### src/rtl/pe_macros.svh
`ifndef PE_MACROS_SVH
`define PE_MACROS_SVH

// operand and result widths
`define PE_ACT_W        8
`define PE_WGT_W        8
`define PE_PROD_W       16
`define PE_PSUM_W       24

// kernel side is clamped to this value
`define PE_MAX_KERNEL   8
`define PE_KSIZE_W      4

// scratchpad holds one full kernel window
`define PE_SPAD_DEPTH   64
`define PE_ADDR_W       6

// read stage plus product stage
`define PE_DRAIN        2

`endif
### src/rtl/pe_ctrl_pkg.sv
`default_nettype none

package pe_ctrl_pkg;

    typedef enum logic [2:0] {
        st_idle,
        st_ipsum,   // load ipsum into the accumulator
        st_op,      // one scratchpad read per cycle
        st_drain,   // let the pipeline empty
        st_opsum    // hand result to the port
    } pe_state_t;

endpackage

`default_nettype wire

### src/rtl/pe_data_pkg.sv
`default_nettype none
`include "pe_macros.svh"

package pe_data_pkg;

    typedef logic signed [`PE_ACT_W-1:0]  act_t;   // activation
    typedef logic signed [`PE_WGT_W-1:0]  wgt_t;   // weight
    typedef logic signed [`PE_PROD_W-1:0] prod_t;  // act * wgt
    typedef logic signed [`PE_PSUM_W-1:0] psum_t;  // wraps mod 2^24

    typedef logic [`PE_ADDR_W-1:0]  spad_addr_t;
    typedef logic [`PE_KSIZE_W-1:0] ksize_t;       // unclamped job size

endpackage

`default_nettype wire

### src/rtl/pe_top.sv
`timescale 1ns/1ps
`default_nettype none

module pe_top (
    input  logic                    clk,
    input  logic                    rstn,
    input  logic                    wr_en,
    input  pe_data_pkg::spad_addr_t wr_addr,
    input  pe_data_pkg::act_t       wr_act,
    input  pe_data_pkg::wgt_t       wr_wgt,
    input  logic                    start_req,
    output logic                    start_ack,
    input  pe_data_pkg::ksize_t     ksize,
    input  pe_data_pkg::psum_t      ipsum,
    output logic                    busy,
    output logic                    res_req,
    input  logic                    res_ack,
    output pe_data_pkg::psum_t      res_data
);

    logic                    spad_wr_en;
    logic                    rd_en;
    pe_data_pkg::spad_addr_t rd_addr;
    pe_data_pkg::act_t       rd_act;
    pe_data_pkg::wgt_t       rd_wgt;
    logic                    rd_valid;
    logic                    load_ipsum;
    pe_data_pkg::psum_t      job_ipsum;
    pe_data_pkg::psum_t      acc;
    logic                    post;
    logic                    free;
    pe_ctrl_pkg::pe_state_t  state;

    assign spad_wr_en = wr_en & ~busy;  // writes during a job are dropped

    pe_spad u_spad (
        .clk      (clk),
        .rstn     (rstn),
        .wr_en    (spad_wr_en),
        .wr_addr  (wr_addr),
        .wr_act   (wr_act),
        .wr_wgt   (wr_wgt),
        .rd_en    (rd_en),
        .rd_addr  (rd_addr),
        .rd_act   (rd_act),
        .rd_wgt   (rd_wgt),
        .rd_valid (rd_valid)
    );

    pe_ctrl u_ctrl (
        .clk        (clk),
        .rstn       (rstn),
        .start_req  (start_req),
        .start_ack  (start_ack),
        .ksize      (ksize),
        .ipsum      (ipsum),
        .busy       (busy),
        .rd_en      (rd_en),
        .rd_addr    (rd_addr),
        .load_ipsum (load_ipsum),
        .job_ipsum  (job_ipsum),
        .post       (post),
        .free       (free),
        .state      (state)
    );

    pe_mac u_mac (
        .clk        (clk),
        .rstn       (rstn),
        .load_ipsum (load_ipsum),
        .job_ipsum  (job_ipsum),
        .rd_act     (rd_act),
        .rd_wgt     (rd_wgt),
        .rd_valid   (rd_valid),
        .acc        (acc)
    );

    pe_result_port u_res (
        .clk      (clk),
        .rstn     (rstn),
        .post     (post),
        .acc      (acc),
        .free     (free),
        .res_req  (res_req),
        .res_data (res_data),
        .res_ack  (res_ack)
    );

    // posting needs st_opsum and an idle result handshake
    a_post_in_opsum: assert property (
        @(posedge clk) disable iff (!rstn)
        post |-> (state == pe_ctrl_pkg::st_opsum) && !res_req && !res_ack
    );

endmodule

`default_nettype wire

### src/rtl/pe_result_port.sv
`timescale 1ns/1ps
`default_nettype none

module pe_result_port (
    input  logic               clk,
    input  logic               rstn,
    input  logic               post,
    input  pe_data_pkg::psum_t acc,
    output logic               free,
    output logic               res_req,
    output pe_data_pkg::psum_t res_data,
    input  logic               res_ack
);

    // holding register, loaded once per job
    always_ff @(posedge clk) begin
        if (post) begin
            res_data <= acc;
        end
    end

    always_ff @(posedge clk or negedge rstn) begin
        if (!rstn) begin
            res_req <= 1'b0;
            free    <= 1'b1;
        end else begin
            if (post) begin
                res_req <= 1'b1;
                free    <= 1'b0;
            end else if (res_req && res_ack) begin
                res_req <= 1'b0;   // consumer took it
            end else if (!free && !res_req && !res_ack) begin
                free    <= 1'b1;   // ack has fallen, slot reusable
            end
        end
    end

    a_data_stable: assert property (
        @(posedge clk) disable iff (!rstn)
        res_req && $past(res_req) |-> $stable(res_data)
    );

endmodule

`default_nettype wire

### src/rtl/pe_mac.sv
`timescale 1ns/1ps
`default_nettype none

module pe_mac (
    input  logic               clk,
    input  logic               rstn,
    input  logic               load_ipsum,
    input  pe_data_pkg::psum_t job_ipsum,
    input  pe_data_pkg::act_t  rd_act,
    input  pe_data_pkg::wgt_t  rd_wgt,
    input  logic               rd_valid,
    output pe_data_pkg::psum_t acc
);

    pe_data_pkg::prod_t prod_q;
    logic               prod_valid;   // stage-2 valid
    pe_data_pkg::psum_t prod_ext;

    // stage 1, signed 8x8 product
    always_ff @(posedge clk) begin
        if (rd_valid) begin
            prod_q <= rd_act * rd_wgt;
        end
    end

    always_ff @(posedge clk or negedge rstn) begin
        if (!rstn) begin
            prod_valid <= 1'b0;
        end else begin
            prod_valid <= rd_valid;
        end
    end

    assign prod_ext = pe_data_pkg::psum_t'(prod_q);  // sign extend to 24 bits

    // stage 2, overflow simply wraps
    always_ff @(posedge clk) begin
        if (load_ipsum) begin
            acc <= job_ipsum;
        end else if (prod_valid) begin
            acc <= acc + prod_ext;
        end
    end

    // ipsum load must come before any sample of the same job reaches stage 2
    a_load_vs_valid: assert property (
        @(posedge clk) disable iff (!rstn)
        load_ipsum |-> !prod_valid
    );

endmodule

`default_nettype wire

### src/rtl/pe_ctrl.sv
`timescale 1ns/1ps
`default_nettype none
`include "pe_macros.svh"

module pe_ctrl (
    input  logic                    clk,
    input  logic                    rstn,
    input  logic                    start_req,
    output logic                    start_ack,
    input  pe_data_pkg::ksize_t     ksize,
    input  pe_data_pkg::psum_t      ipsum,
    output logic                    busy,
    output logic                    rd_en,
    output pe_data_pkg::spad_addr_t rd_addr,
    output logic                    load_ipsum,
    output pe_data_pkg::psum_t      job_ipsum,
    output logic                    post,
    input  logic                    free,
    output pe_ctrl_pkg::pe_state_t  state
);

    pe_ctrl_pkg::pe_state_t  next_state;
    pe_data_pkg::ksize_t     k_clamp;
    logic [`PE_ADDR_W:0]     k_sq;        // clamped ksize squared, 0..64
    pe_data_pkg::spad_addr_t cnt;         // mac address in op, cycle count in drain
    logic                    accept;
    logic                    op_last;
    logic                    drain_last;

    assign k_clamp = (ksize > pe_data_pkg::ksize_t'(`PE_MAX_KERNEL)) ?
                     pe_data_pkg::ksize_t'(`PE_MAX_KERNEL) : ksize;

    // a fresh request only, ack from the last job must have dropped
    assign accept     = (state == pe_ctrl_pkg::st_idle) && start_req && !start_ack;
    assign op_last    = ({1'b0, cnt} == k_sq - 1'b1);
    assign drain_last = (cnt == pe_data_pkg::spad_addr_t'(`PE_DRAIN - 1));

    always_ff @(posedge clk) begin
        if (accept) begin
            job_ipsum <= ipsum;
            k_sq      <= (`PE_ADDR_W+1)'(k_clamp) * (`PE_ADDR_W+1)'(k_clamp);
        end
    end

    always_ff @(posedge clk or negedge rstn) begin
        if (!rstn) begin
            state <= pe_ctrl_pkg::st_idle;
            cnt   <= '0;
        end else begin
            state <= next_state;
            if (state != next_state) begin
                cnt <= '0;  // every phase counts from zero
            end else if (state == pe_ctrl_pkg::st_op ||
                         state == pe_ctrl_pkg::st_drain) begin
                cnt <= cnt + 1'b1;
            end
        end
    end

    // four-phase start: raise on accept, drop after req falls
    always_ff @(posedge clk or negedge rstn) begin
        if (!rstn) begin
            start_ack <= 1'b0;
        end else if (accept) begin
            start_ack <= 1'b1;
        end else if (!start_req) begin
            start_ack <= 1'b0;
        end
    end

    always_comb begin
        case (state)
            pe_ctrl_pkg::st_idle: begin
                next_state = accept ? pe_ctrl_pkg::st_ipsum : pe_ctrl_pkg::st_idle;
            end
            pe_ctrl_pkg::st_ipsum: begin
                // zero-size job skips op and drain
                next_state = (k_sq == '0) ? pe_ctrl_pkg::st_opsum : pe_ctrl_pkg::st_op;
            end
            pe_ctrl_pkg::st_op: begin
                next_state = op_last ? pe_ctrl_pkg::st_drain : pe_ctrl_pkg::st_op;
            end
            pe_ctrl_pkg::st_drain: begin
                next_state = drain_last ? pe_ctrl_pkg::st_opsum : pe_ctrl_pkg::st_drain;
            end
            pe_ctrl_pkg::st_opsum: begin
                next_state = free ? pe_ctrl_pkg::st_idle : pe_ctrl_pkg::st_opsum;
            end
            default: begin
                next_state = pe_ctrl_pkg::st_idle;
            end
        endcase
    end

    assign busy       = (state != pe_ctrl_pkg::st_idle);
    assign rd_en      = (state == pe_ctrl_pkg::st_op);
    assign rd_addr    = cnt;
    assign load_ipsum = (state == pe_ctrl_pkg::st_ipsum);  // single cycle state
    assign post       = (state == pe_ctrl_pkg::st_opsum) && free;

    a_addr_range: assert property (
        @(posedge clk) disable iff (!rstn)
        rd_en |-> ({1'b0, rd_addr} < k_sq)
    );

    // source must still hold req when the ack becomes visible
    a_ack_after_req: assert property (
        @(posedge clk) disable iff (!rstn)
        $rose(start_ack) |-> start_req
    );

endmodule

`default_nettype wire

### src/rtl/pe_spad.sv
`timescale 1ns/1ps
`default_nettype none
`include "pe_macros.svh"

module pe_spad (
    input  logic                    clk,
    input  logic                    rstn,
    input  logic                    wr_en,
    input  pe_data_pkg::spad_addr_t wr_addr,
    input  pe_data_pkg::act_t       wr_act,
    input  pe_data_pkg::wgt_t       wr_wgt,
    input  logic                    rd_en,
    input  pe_data_pkg::spad_addr_t rd_addr,
    output pe_data_pkg::act_t       rd_act,
    output pe_data_pkg::wgt_t       rd_wgt,
    output logic                    rd_valid
);

    pe_data_pkg::act_t act_mem [`PE_SPAD_DEPTH];  // activation half of each entry
    pe_data_pkg::wgt_t wgt_mem [`PE_SPAD_DEPTH];  // weight half, same address

    always_ff @(posedge clk) begin
        if (wr_en) begin
            act_mem[wr_addr] <= wr_act;
            wgt_mem[wr_addr] <= wr_wgt;
        end
    end

    // registered read, one cycle after rd_en
    always_ff @(posedge clk) begin
        if (rd_en) begin
            rd_act <= act_mem[rd_addr];
            rd_wgt <= wgt_mem[rd_addr];
        end
    end

    always_ff @(posedge clk or negedge rstn) begin
        if (!rstn) begin
            rd_valid <= 1'b0;
        end else begin
            rd_valid <= rd_en;  // qualifies rd_act/rd_wgt
        end
    end

    // external writes are blocked while a job reads the array
    a_no_rd_wr: assert property (
        @(posedge clk) disable iff (!rstn)
        !(rd_en && wr_en)
    );

endmodule

`default_nettype wire

### config.mk
export PLATFORM = sky130hd
export DESIGN_NAME = pe_top
export DESIGN_NICKNAME = d
export VERILOG_FILES = /design/src/rtl/pe_ctrl_pkg.sv /design/src/rtl/pe_data_pkg.sv /design/src/rtl/pe_top.sv /design/src/rtl/pe_result_port.sv /design/src/rtl/pe_mac.sv /design/src/rtl/pe_ctrl.sv /design/src/rtl/pe_spad.sv
export VERILOG_INCLUDE_DIRS = /design/src /design/src/rtl
export SDC_FILE = /design/constraint.sdc
export NUM_CORES = 1
export LEC_CHECK = 0
export BUFFER_PORTS_ARGS = -buffer_cell sky130_fd_sc_hd__buf_2
export CORE_MARGIN = 10
export CORE_UTILIZATION = 40
export DETAILED_ROUTE_END_ITERATION = 10
export MAX_ROUTING_LAYER = met4
export PLACE_DENSITY = 0.54
export RECOVER_POWER = 25
export SYNTH_ARGS = -nofsm -noshare
export SYNTH_HDL_FRONTEND = slang
export SYNTH_SLANG_ARGS = --single-unit
### constraint.sdc
create_clock -name clk -period 4.35 [get_ports clk]
set_input_delay 0.435 -clock clk [delete_from_list [all_inputs] [get_ports clk]]
set_output_delay 0.435 -clock clk [all_outputs]
set_load 0.05 [all_outputs]
==> metrics.md, run 1 <==
| Metric | Value |
|---|---|
| Latest clock arrival within the worst-skew pair | `0.75 ns` |
| Yosys cell types | `65` |
| Post-DP Area | `50450 um^2` |
| CTS tree | `yes` |
| Tcrit/Tclk final | `103.2%` |
| Die X-Extent | `363.8 um` |
| Die height | `363.8 um` |
| H-tree depth | `3` |
| Result of the run | `complete, but fails checks` |
| Largest net degree at the start of global routing | `65` |
| DRC errors left | `0` |
| Final Skew | `0.06929 ns` |
| Post-synth top cells | `1134 x edfxtp_1, 311 x mux4_2, 111 x nor2_1, 90 x inv_1, 67 x nand2_1` |
| Mean Syn Cell Area | `20.44 um^2` |
| Worst-case hold path end point | `u_ctrl.k_sq[2]` |
| CP Capture Type | `flop` |
| Worst-case reg-to-reg path depth | `16` |
| Crit Reg-Reg Startpoint | `u_spad.rd_wgt[1]` |
| Dominant cells by area after synthesis | `edfxtp_1 72%, mux4_2 15%, fa_1 2.4%` |
| Hold WC Path Type | `input port to flop` |
| DRT antenna net count | `0` |
| CP max stage delay | `0.52 ns` |
| Cell Pwr Density | `838.2 nW/um^2` |
| Most used cell, CP | `fa_1` |
| Core area | `117800 um^2` |
| Crit-path leading delay family | `adder cells` |
| Vias in the first global route | `24236` |
| Synth top area share | `72.04%` |
| DRT iter0 DRCs | `1964` |
| Peak supply drop | `1587 uV` |
| Min Tclk post-route | `4.491 ns` |
| Starting Density | `40.14%` |
| Ys Warns | `0` |
| Slew Limit Headroom | `-122.3%` |
| Worst-margin pin slew | `3.335 ns` |
| FP Rows | `126` |
| WP buf/inv | `5` |
| FFs w/ async S/R, synth | `1.220%` |
| Post-Syn Instances | `2313` |
| Final setup vio count | `2` |
| Hold depth | `2` |
| Failing checks | `capacitance limit, slew limit, setup timing` |
| Total chip power | `0.04569 W` |
| Mapped Area | `47270 um^2` |
| Max-slew violation count | `715` |
| GRT overflow | `0` |
| Sum of negative setup slack | `-0.2715 ns` |
| Die ar. | `132300 um^2` |
| Crit path DAT | `4.92 ns` |
| Worst hold path startpoint | `ksize[0]` |
| Critical Path RT | `4.78 ns` |
| CTS Buf Count | `117` |
| Gpl congestion | `0.8609` |
| Static Leak | `17.66 nW` |
| Hold Violations, Final | `0` |
| Gr usage total | `17.57%` |
| Detailed placer's ending HPWL | `67.23 mm` |
| Critical-path maximum fanout | `4` |
| Routed WL | `112.2 mm` |
| Ys flop type | `edfxtp_1` |
| Count leader, synth | `edfxtp_1` |
| Leading area contributor after synthesis | `edfxtp_1` |
| Io pins | `82` |
| Final #Nets | `2767` |
| CP Launch Type | `flop` |
| Number of flops mapped to enable cells by yosys | `1134` |
| PortBufs | `81` |
| Worst path cell trace | `and2_4, fa_1, inv_2, fa_1, inv_2, fa_1, inv_1, fa_1, inv_2, ha_4, o21ai_2, nand2_1, or4_4, a221oi_4, buf_4, xnor2_1` |
| Achievable Freq | `222.7 MHz` |
| Cell area after layout | `54520 um^2` |
| Area growth syn-to-layout | `15.34%` |
| Fraction of layout cells with a size suffix above 1 | `27.49%` |
| CTS Buffer Depth | `3` |
| Max-Cap Viols | `11` |
| RSZ-0062 raised after global routing | `yes` |
| Initial antenna violation count | `10` |
| R2r endpoint | `u_mac.prod_q[13]` |
| Drt via density | `5.450` |
| Worst path slowest cell | `fa_1` |
| Vias | `23054` |
| Routed WL per cell | `26.53 um` |
| Final core utilization | `46.29%` |
| Sequential area share after synthesis | `72.79%` |
| WS Path Type | `flop to flop` |
| First-pass GRT wire length | `166.2 mm` |
| TritonCTS Sinks | `1148` |
| Drt first pass iters | `5` |
| Root buf cell | `clkbuf_16` |
| #FFs+latches synth | `1148` |
| Worst-path clk slew | `0.06 ns` |
| FF-to-FF setup slack | `-0.14 ns` |
| Setup WS post-layout | `-0.1414 ns` |
-- cell usage in the layout, fill, tap and decap left out, types with 8 or more instances in the layout --
cell type,count
o21ai_0,38
buf_4,137
a21o_1,10
clkbuf_16,118
nor2_1,105
mux2i_1,19
nand3_1,11
xor2_1,20
nand2_1,67
clkinv_2,10
a21oi_1,37
and3_1,8
a22oi_1,13
a211oi_1,8
inv_1,85
clkinv_1,27
xnor2_1,26
fa_1,56
diode_2,9
nor2b_1,18
dlygate4sd3_1,27
buf_2,73
edfxtp_1,1134
and2_1,44
dfrtp_1,8
mux4_2,311
clkbuf_1,49
ha_1,50
-- through the flow --
step,worst slack (ns),hold slack [ns],instances
final,-0.1414,0.07962,4230
after global routing,-0.2546,0.03635,4228
after CTS,-0.05280,0.01838,4218
after detailed placement,-0.1271,0.3698,3981
after global placement,-0.1651,0.3581,3981
after floorplan,0.02939,0.1394,2314
-- cell families (layout without fill, tap and decap cells) --
family                   Yosys count  count (layout)  synth area share, %
multiplexers                     334             334                15.32
AO/OA/AOI/OAI                    161             161                2.149
buffers and inverters            192             563                1.657
adder cells (fa/ha/maj)          115             115                3.949
XOR/XNOR                          46              46               0.8524
other                              1              11             0.007934
AND/OR/NAND/NOR                  316             316                3.280
flip-flops                      1148            1148                72.79
-- worst register-to-register path, delay by kind of cell, from the launching register on --
kind                       cells  cell delay [ns]
AOI/OAI and AO/OA              2             0.36
xor gates and xnor gates       1             0.05
adders and majority gates      5             2.21
buffers and inverters          5             0.34
DFF                            1             0.44
and+or+nand+nor                3             0.79
-- worst max path at each step --
stage	start	cells past startpoint	endpoint
after floorplan	u_spad.rd_act[5]	16	u_mac.prod_q[15]
after global placement	u_spad.rd_act[5]	16	u_mac.prod_q[15]
after detailed placement	u_spad.rd_wgt[1]	19	u_mac.prod_q[14]
after CTS	u_spad.rd_wgt[1]	16	u_mac.prod_q[15]
after global routing	u_spad.rd_wgt[0]	19	u_mac.prod_q[13]
final	u_spad.rd_wgt[1]	16	u_mac.prod_q[13]
-- metal layers --
layer / global-route usage (%) / vias up / wire (um)
met2: 28.13 / 704 / 55160
met5: - / - / 0
li1: - / 9943 / -
met4: 3.732 / 0 / 2198
met3: 3.470 / 159 / 6926
met1: 23.35 / 12248 / 47940
-- repair_timing --
| action | CTS | global route |
|---|---|---|
| gates cloned | 0 | 0 |
| resized for setup | 20 | 17 |
| setup endpoints to repair | 4 | 4 |
| setup buffers | 3 | 3 |
| endpoints found under the hold margin | 41 | 0 |
| pin swaps | 8 | 11 |
| hold buffers | 27 | 0 |
-- sequential cells by signal (all words and copies together) (netlist names), 3 cells and up --
register and count:
u_ctrl.k_sq 6, u_res.res_data 24, u_spad.rd_act 8, u_spad.wgt_mem 512, u_mac.acc 24, u_ctrl.state 3, u_ctrl.job_ipsum 24, u_ctrl.rd_addr 6
u_spad.rd_wgt 8, u_mac.prod_q 16, u_spad.act_mem 512
-- power breakdown --
group | total [W] | internal (W) | switching (W)
Combinational | 0.0219 | 0.0109 | 0.0109
Clock | 0.00957 | 0.00543 | 0.00413
Sequential | 0.0142 | 0.0137 | 0.000574
-- area by class of cell --
type,instances,area [um^2]
antenna,9,22.52
clock buffer,151,3107
clock inverter,56,535.5
fill,9832,63250
inverter,90,337.8
multi-input combinational,974,12260
sequential,1148,34420
tap,1536,1922
timing repair buffer,266,1909
No activity file was read; power rests on OpenSTA's default activity.
==> run 2: changes to the inputs <==
==> constraint.sdc (replaced) <==
create_clock -name clk -period 4.35 [get_ports clk]
set_input_delay 0.87 -clock clk [delete_from_list [all_inputs] [get_ports clk]]
set_output_delay 0.87 -clock clk [all_outputs]
set_load 0.05 [all_outputs]
==> metrics.md, run 2 (same netlist as run 1, synthesis figures left out) <==
| Metric | Value |
|---|---|
| First-pass GRT wire length | `164.8 mm (-0.85%)` |
| Max-Cap Viols | `11 (unchanged)` |
| RSZ-0062 raised after global routing | `yes` |
| Setup WS post-layout | `-0.08106 ns (+0.06030 ns)` |
| Final Skew | `0.08135 ns (+0.01206 ns)` |
| Gr usage total | `17.44% (-0.13 points)` |
| Final setup vio count | `2 (unchanged)` |
| Final #Nets | `2739 (-1.0%)` |
| WS Path Type | `flop to flop` |
| Io pins | `82 (unchanged)` |
| Initial antenna violation count | `10 (unchanged)` |
| Achievable Freq | `225.7 MHz (+1.4%)` |
| Drt via density | `5.401 (-0.89%)` |
| DRC errors left | `0 (unchanged)` |
| CTS tree | `yes` |
| Hold Violations, Final | `0 (unchanged)` |
| Latest clock arrival within the worst-skew pair | `0.73 ns (-0.02 ns)` |
| Worst-path clk slew | `0.06 ns (about the same)` |
| GRT overflow | `0 (unchanged)` |
| Hold_buf cts | `0 (-100%)` |
| Core area | `117800 um^2 (unchanged)` |
| Multi-input gate area | `12200 um^2 (-0.48%)` |
| FF+latch area | `34420 um^2 (unchanged)` |
| Largest registers | `u_spad.act_mem x512, u_spad.wgt_mem x512` |
| Most common cell after layout, fill and taps aside | `edfxtp_1` |
| CTS Buf Count | `118 (+0.85%)` |
| Failing checks | `capacitance limit, slew limit, setup timing` |
| Routed WL per cell | `26.58 um (+0.19%)` |
| Die ar. | `132300 um^2 (unchanged)` |
| CP max stage delay | `0.53 ns (about the same)` |
| Die X-Extent | `363.8 um (unchanged)` |
| Root buf cell | `clkbuf_16` |
| CP Launch Type | `flop` |
| FILL cells | `9783 (-0.50%)` |
| Worst path cell trace | `and2_4, fa_1, inv_1, fa_1, inv_2, fa_1, inv_1, fa_1, inv_2, ha_4, o21ai_2, nand2_2, or4_4, a221oi_4, buf_4, xnor2_1` |
| CTS Buffer Depth | `3 (unchanged)` |
| Crit path DAT | `4.84 ns (-0.08 ns)` |
| Slew Limit Headroom | `-90.88% (+31 points)` |
| Vias | `22740 (-1.4%)` |
| Worst path slowest cell | `fa_1` |
| Static Leak | `17.66 nW (about the same)` |
| DRT antenna net count | `0 (unchanged)` |
| FP Rows | `126 (unchanged)` |
| Routed WL | `111.9 mm (-0.28%)` |
| H-tree depth | `3 (unchanged)` |
| Commonest cells after routing, fill and taps aside | `1134 x edfxtp_1, 311 x mux4_2, 140 x buf_4, 120 x clkbuf_16, 107 x nor2_1` |
| CP Capture Type | `flop` |
| Vias in the first global route | `24010 (-0.93%)` |
| Starting Density | `40.14% (unchanged)` |
| Max-slew violation count | `465 (-35%)` |
| TritonCTS Sinks | `1148 (unchanged)` |
| PortBufs | `81 (unchanged)` |
| Die height | `363.8 um (unchanged)` |
| Largest net degree at the start of global routing | `65 (unchanged)` |
| Total chip power | `0.04588 W (+0.40%)` |
| Tcrit/Tclk final | `101.9% (-1.4 points)` |
| Post-DP Area | `50450 um^2 (about the same)` |
| Cell Pwr Density | `843.5 nW/um^2 (+0.64%)` |
| Result of the run | `complete, but fails checks` |
| Critical-path maximum fanout | `4 (unchanged)` |
| Area growth syn-to-layout | `15.07%` |
| Critical Path RT | `4.76 ns (-0.02 ns)` |
| DRT iter0 DRCs | `1960 (-0.20%)` |
| Sum of negative setup slack | `-0.1560 ns (+0.1155 ns)` |
| Gpl congestion | `0.8534 (-0.87%)` |
| Fraction of layout cells with a size suffix above 1 | `27.53% (+0.046 points)` |
| Hold WC Path Type | `input port to asynchronous set/reset pin` |
| Detailed placer's ending HPWL | `68.51 mm (+1.9%)` |
| Worst-margin pin slew | `2.863 ns (-0.4714 ns)` |
| Most used cell, CP | `fa_1` |
| Peak supply drop | `1646 uV (+3.7%)` |
| Cell area after layout | `54390 um^2 (-0.23%)` |
| Drt first pass iters | `5 (unchanged)` |
| Min Tclk post-route | `4.431 ns (-0.06030 ns)` |
==> run 2: layout make-up <==
cell class	instances	area share, %
Sequential cell	1148	63.28
Multi-Input combinational cell	974	22.44
Clock buffer	145	5.694
Tap cell	1536	3.533
Timing Repair Buffer	237	2.974
Clock inverter	72	1.419
Inverter	90	0.6211
Antenna cell	8	0.03681
==> run 2: worst paths after layout <==
path                                  start                  end  slack [ns]  depth (start not counted)
setup / recovery           u_spad.rd_wgt[0]     u_mac.prod_q[13]       -0.08                         16
hold / removal                         rstn     u_ctrl.start_ack        0.31                          1
setup reg to reg           u_spad.rd_wgt[0]     u_mac.prod_q[13]       -0.08                         16
hold reg to reg               u_mac.acc[19]   u_res.res_data[19]        0.47                          0
max in group asynchronous              rstn    u_ctrl.rd_addr[2]        3.40                          1
min in group clk                   ipsum[4]  u_ctrl.job_ipsum[4]        0.37                          1
==> run 2: worst max-delay path, delay by kind of cell (launching register included) <==
family / cells / cell delay (ns)
simple gates: 3 / 0.73
fa+ha+maj: 5 / 2.20
xor+xnor: 1 / 0.05
flops: 1 / 0.45
compound gates: 2 / 0.36
buf+inv: 5 / 0.34
==> run 2: per-stage QoR <==
| step | hold slack [ns] | cells | utilization [%] | setup slack (ns) |
|---|---|---|---|---|
| 4_1_cts | 0.08723 | 4200 | 46.18 | -0.09225 |
| 5_1_grt | 0.3276 | 4209 | 46.18 | -0.2886 |
| 3_3_place_gp | 0.4464 | 3982 | 42.84 | -0.1712 |
| 3_5_place_dp | 0.4615 | 3982 | 42.84 | -0.1393 |
| 6_report | 0.3059 | 4210 | 46.18 | -0.08106 |
| 2_1_floorplan | 0.4334 | 2314 | - | 0.02939 |
==> run 2: report_power, final <==
part | total [W] | switching [W] | internal, W
Sequential | 0.0142 | 0.000571 | 0.0137
Combinational | 0.0216 | 0.0107 | 0.0109
Clock | 0.0101 | 0.00420 | 0.00587
Total | 0.0459 | 0.0154 | 0.0304
==> run 2: layer usage <==
layer | track usage, % | wire (um) | vias up
met5 | - | 0 | -
li1 | - | - | 9888
met2 | 28.00 | 55060 | 585
met1 | 23.00 | 47910 | 12103
met4 | 3.931 | 2426 | 0
met3 | 3.460 | 6510 | 164
==> run 2: repair_timing <==
item | in CTS | in global routing
setup endpoints to repair | 4 | 4
setup buffers | 1 | 2
pin swaps | 4 | 3
gates resized for setup | 15 | 6
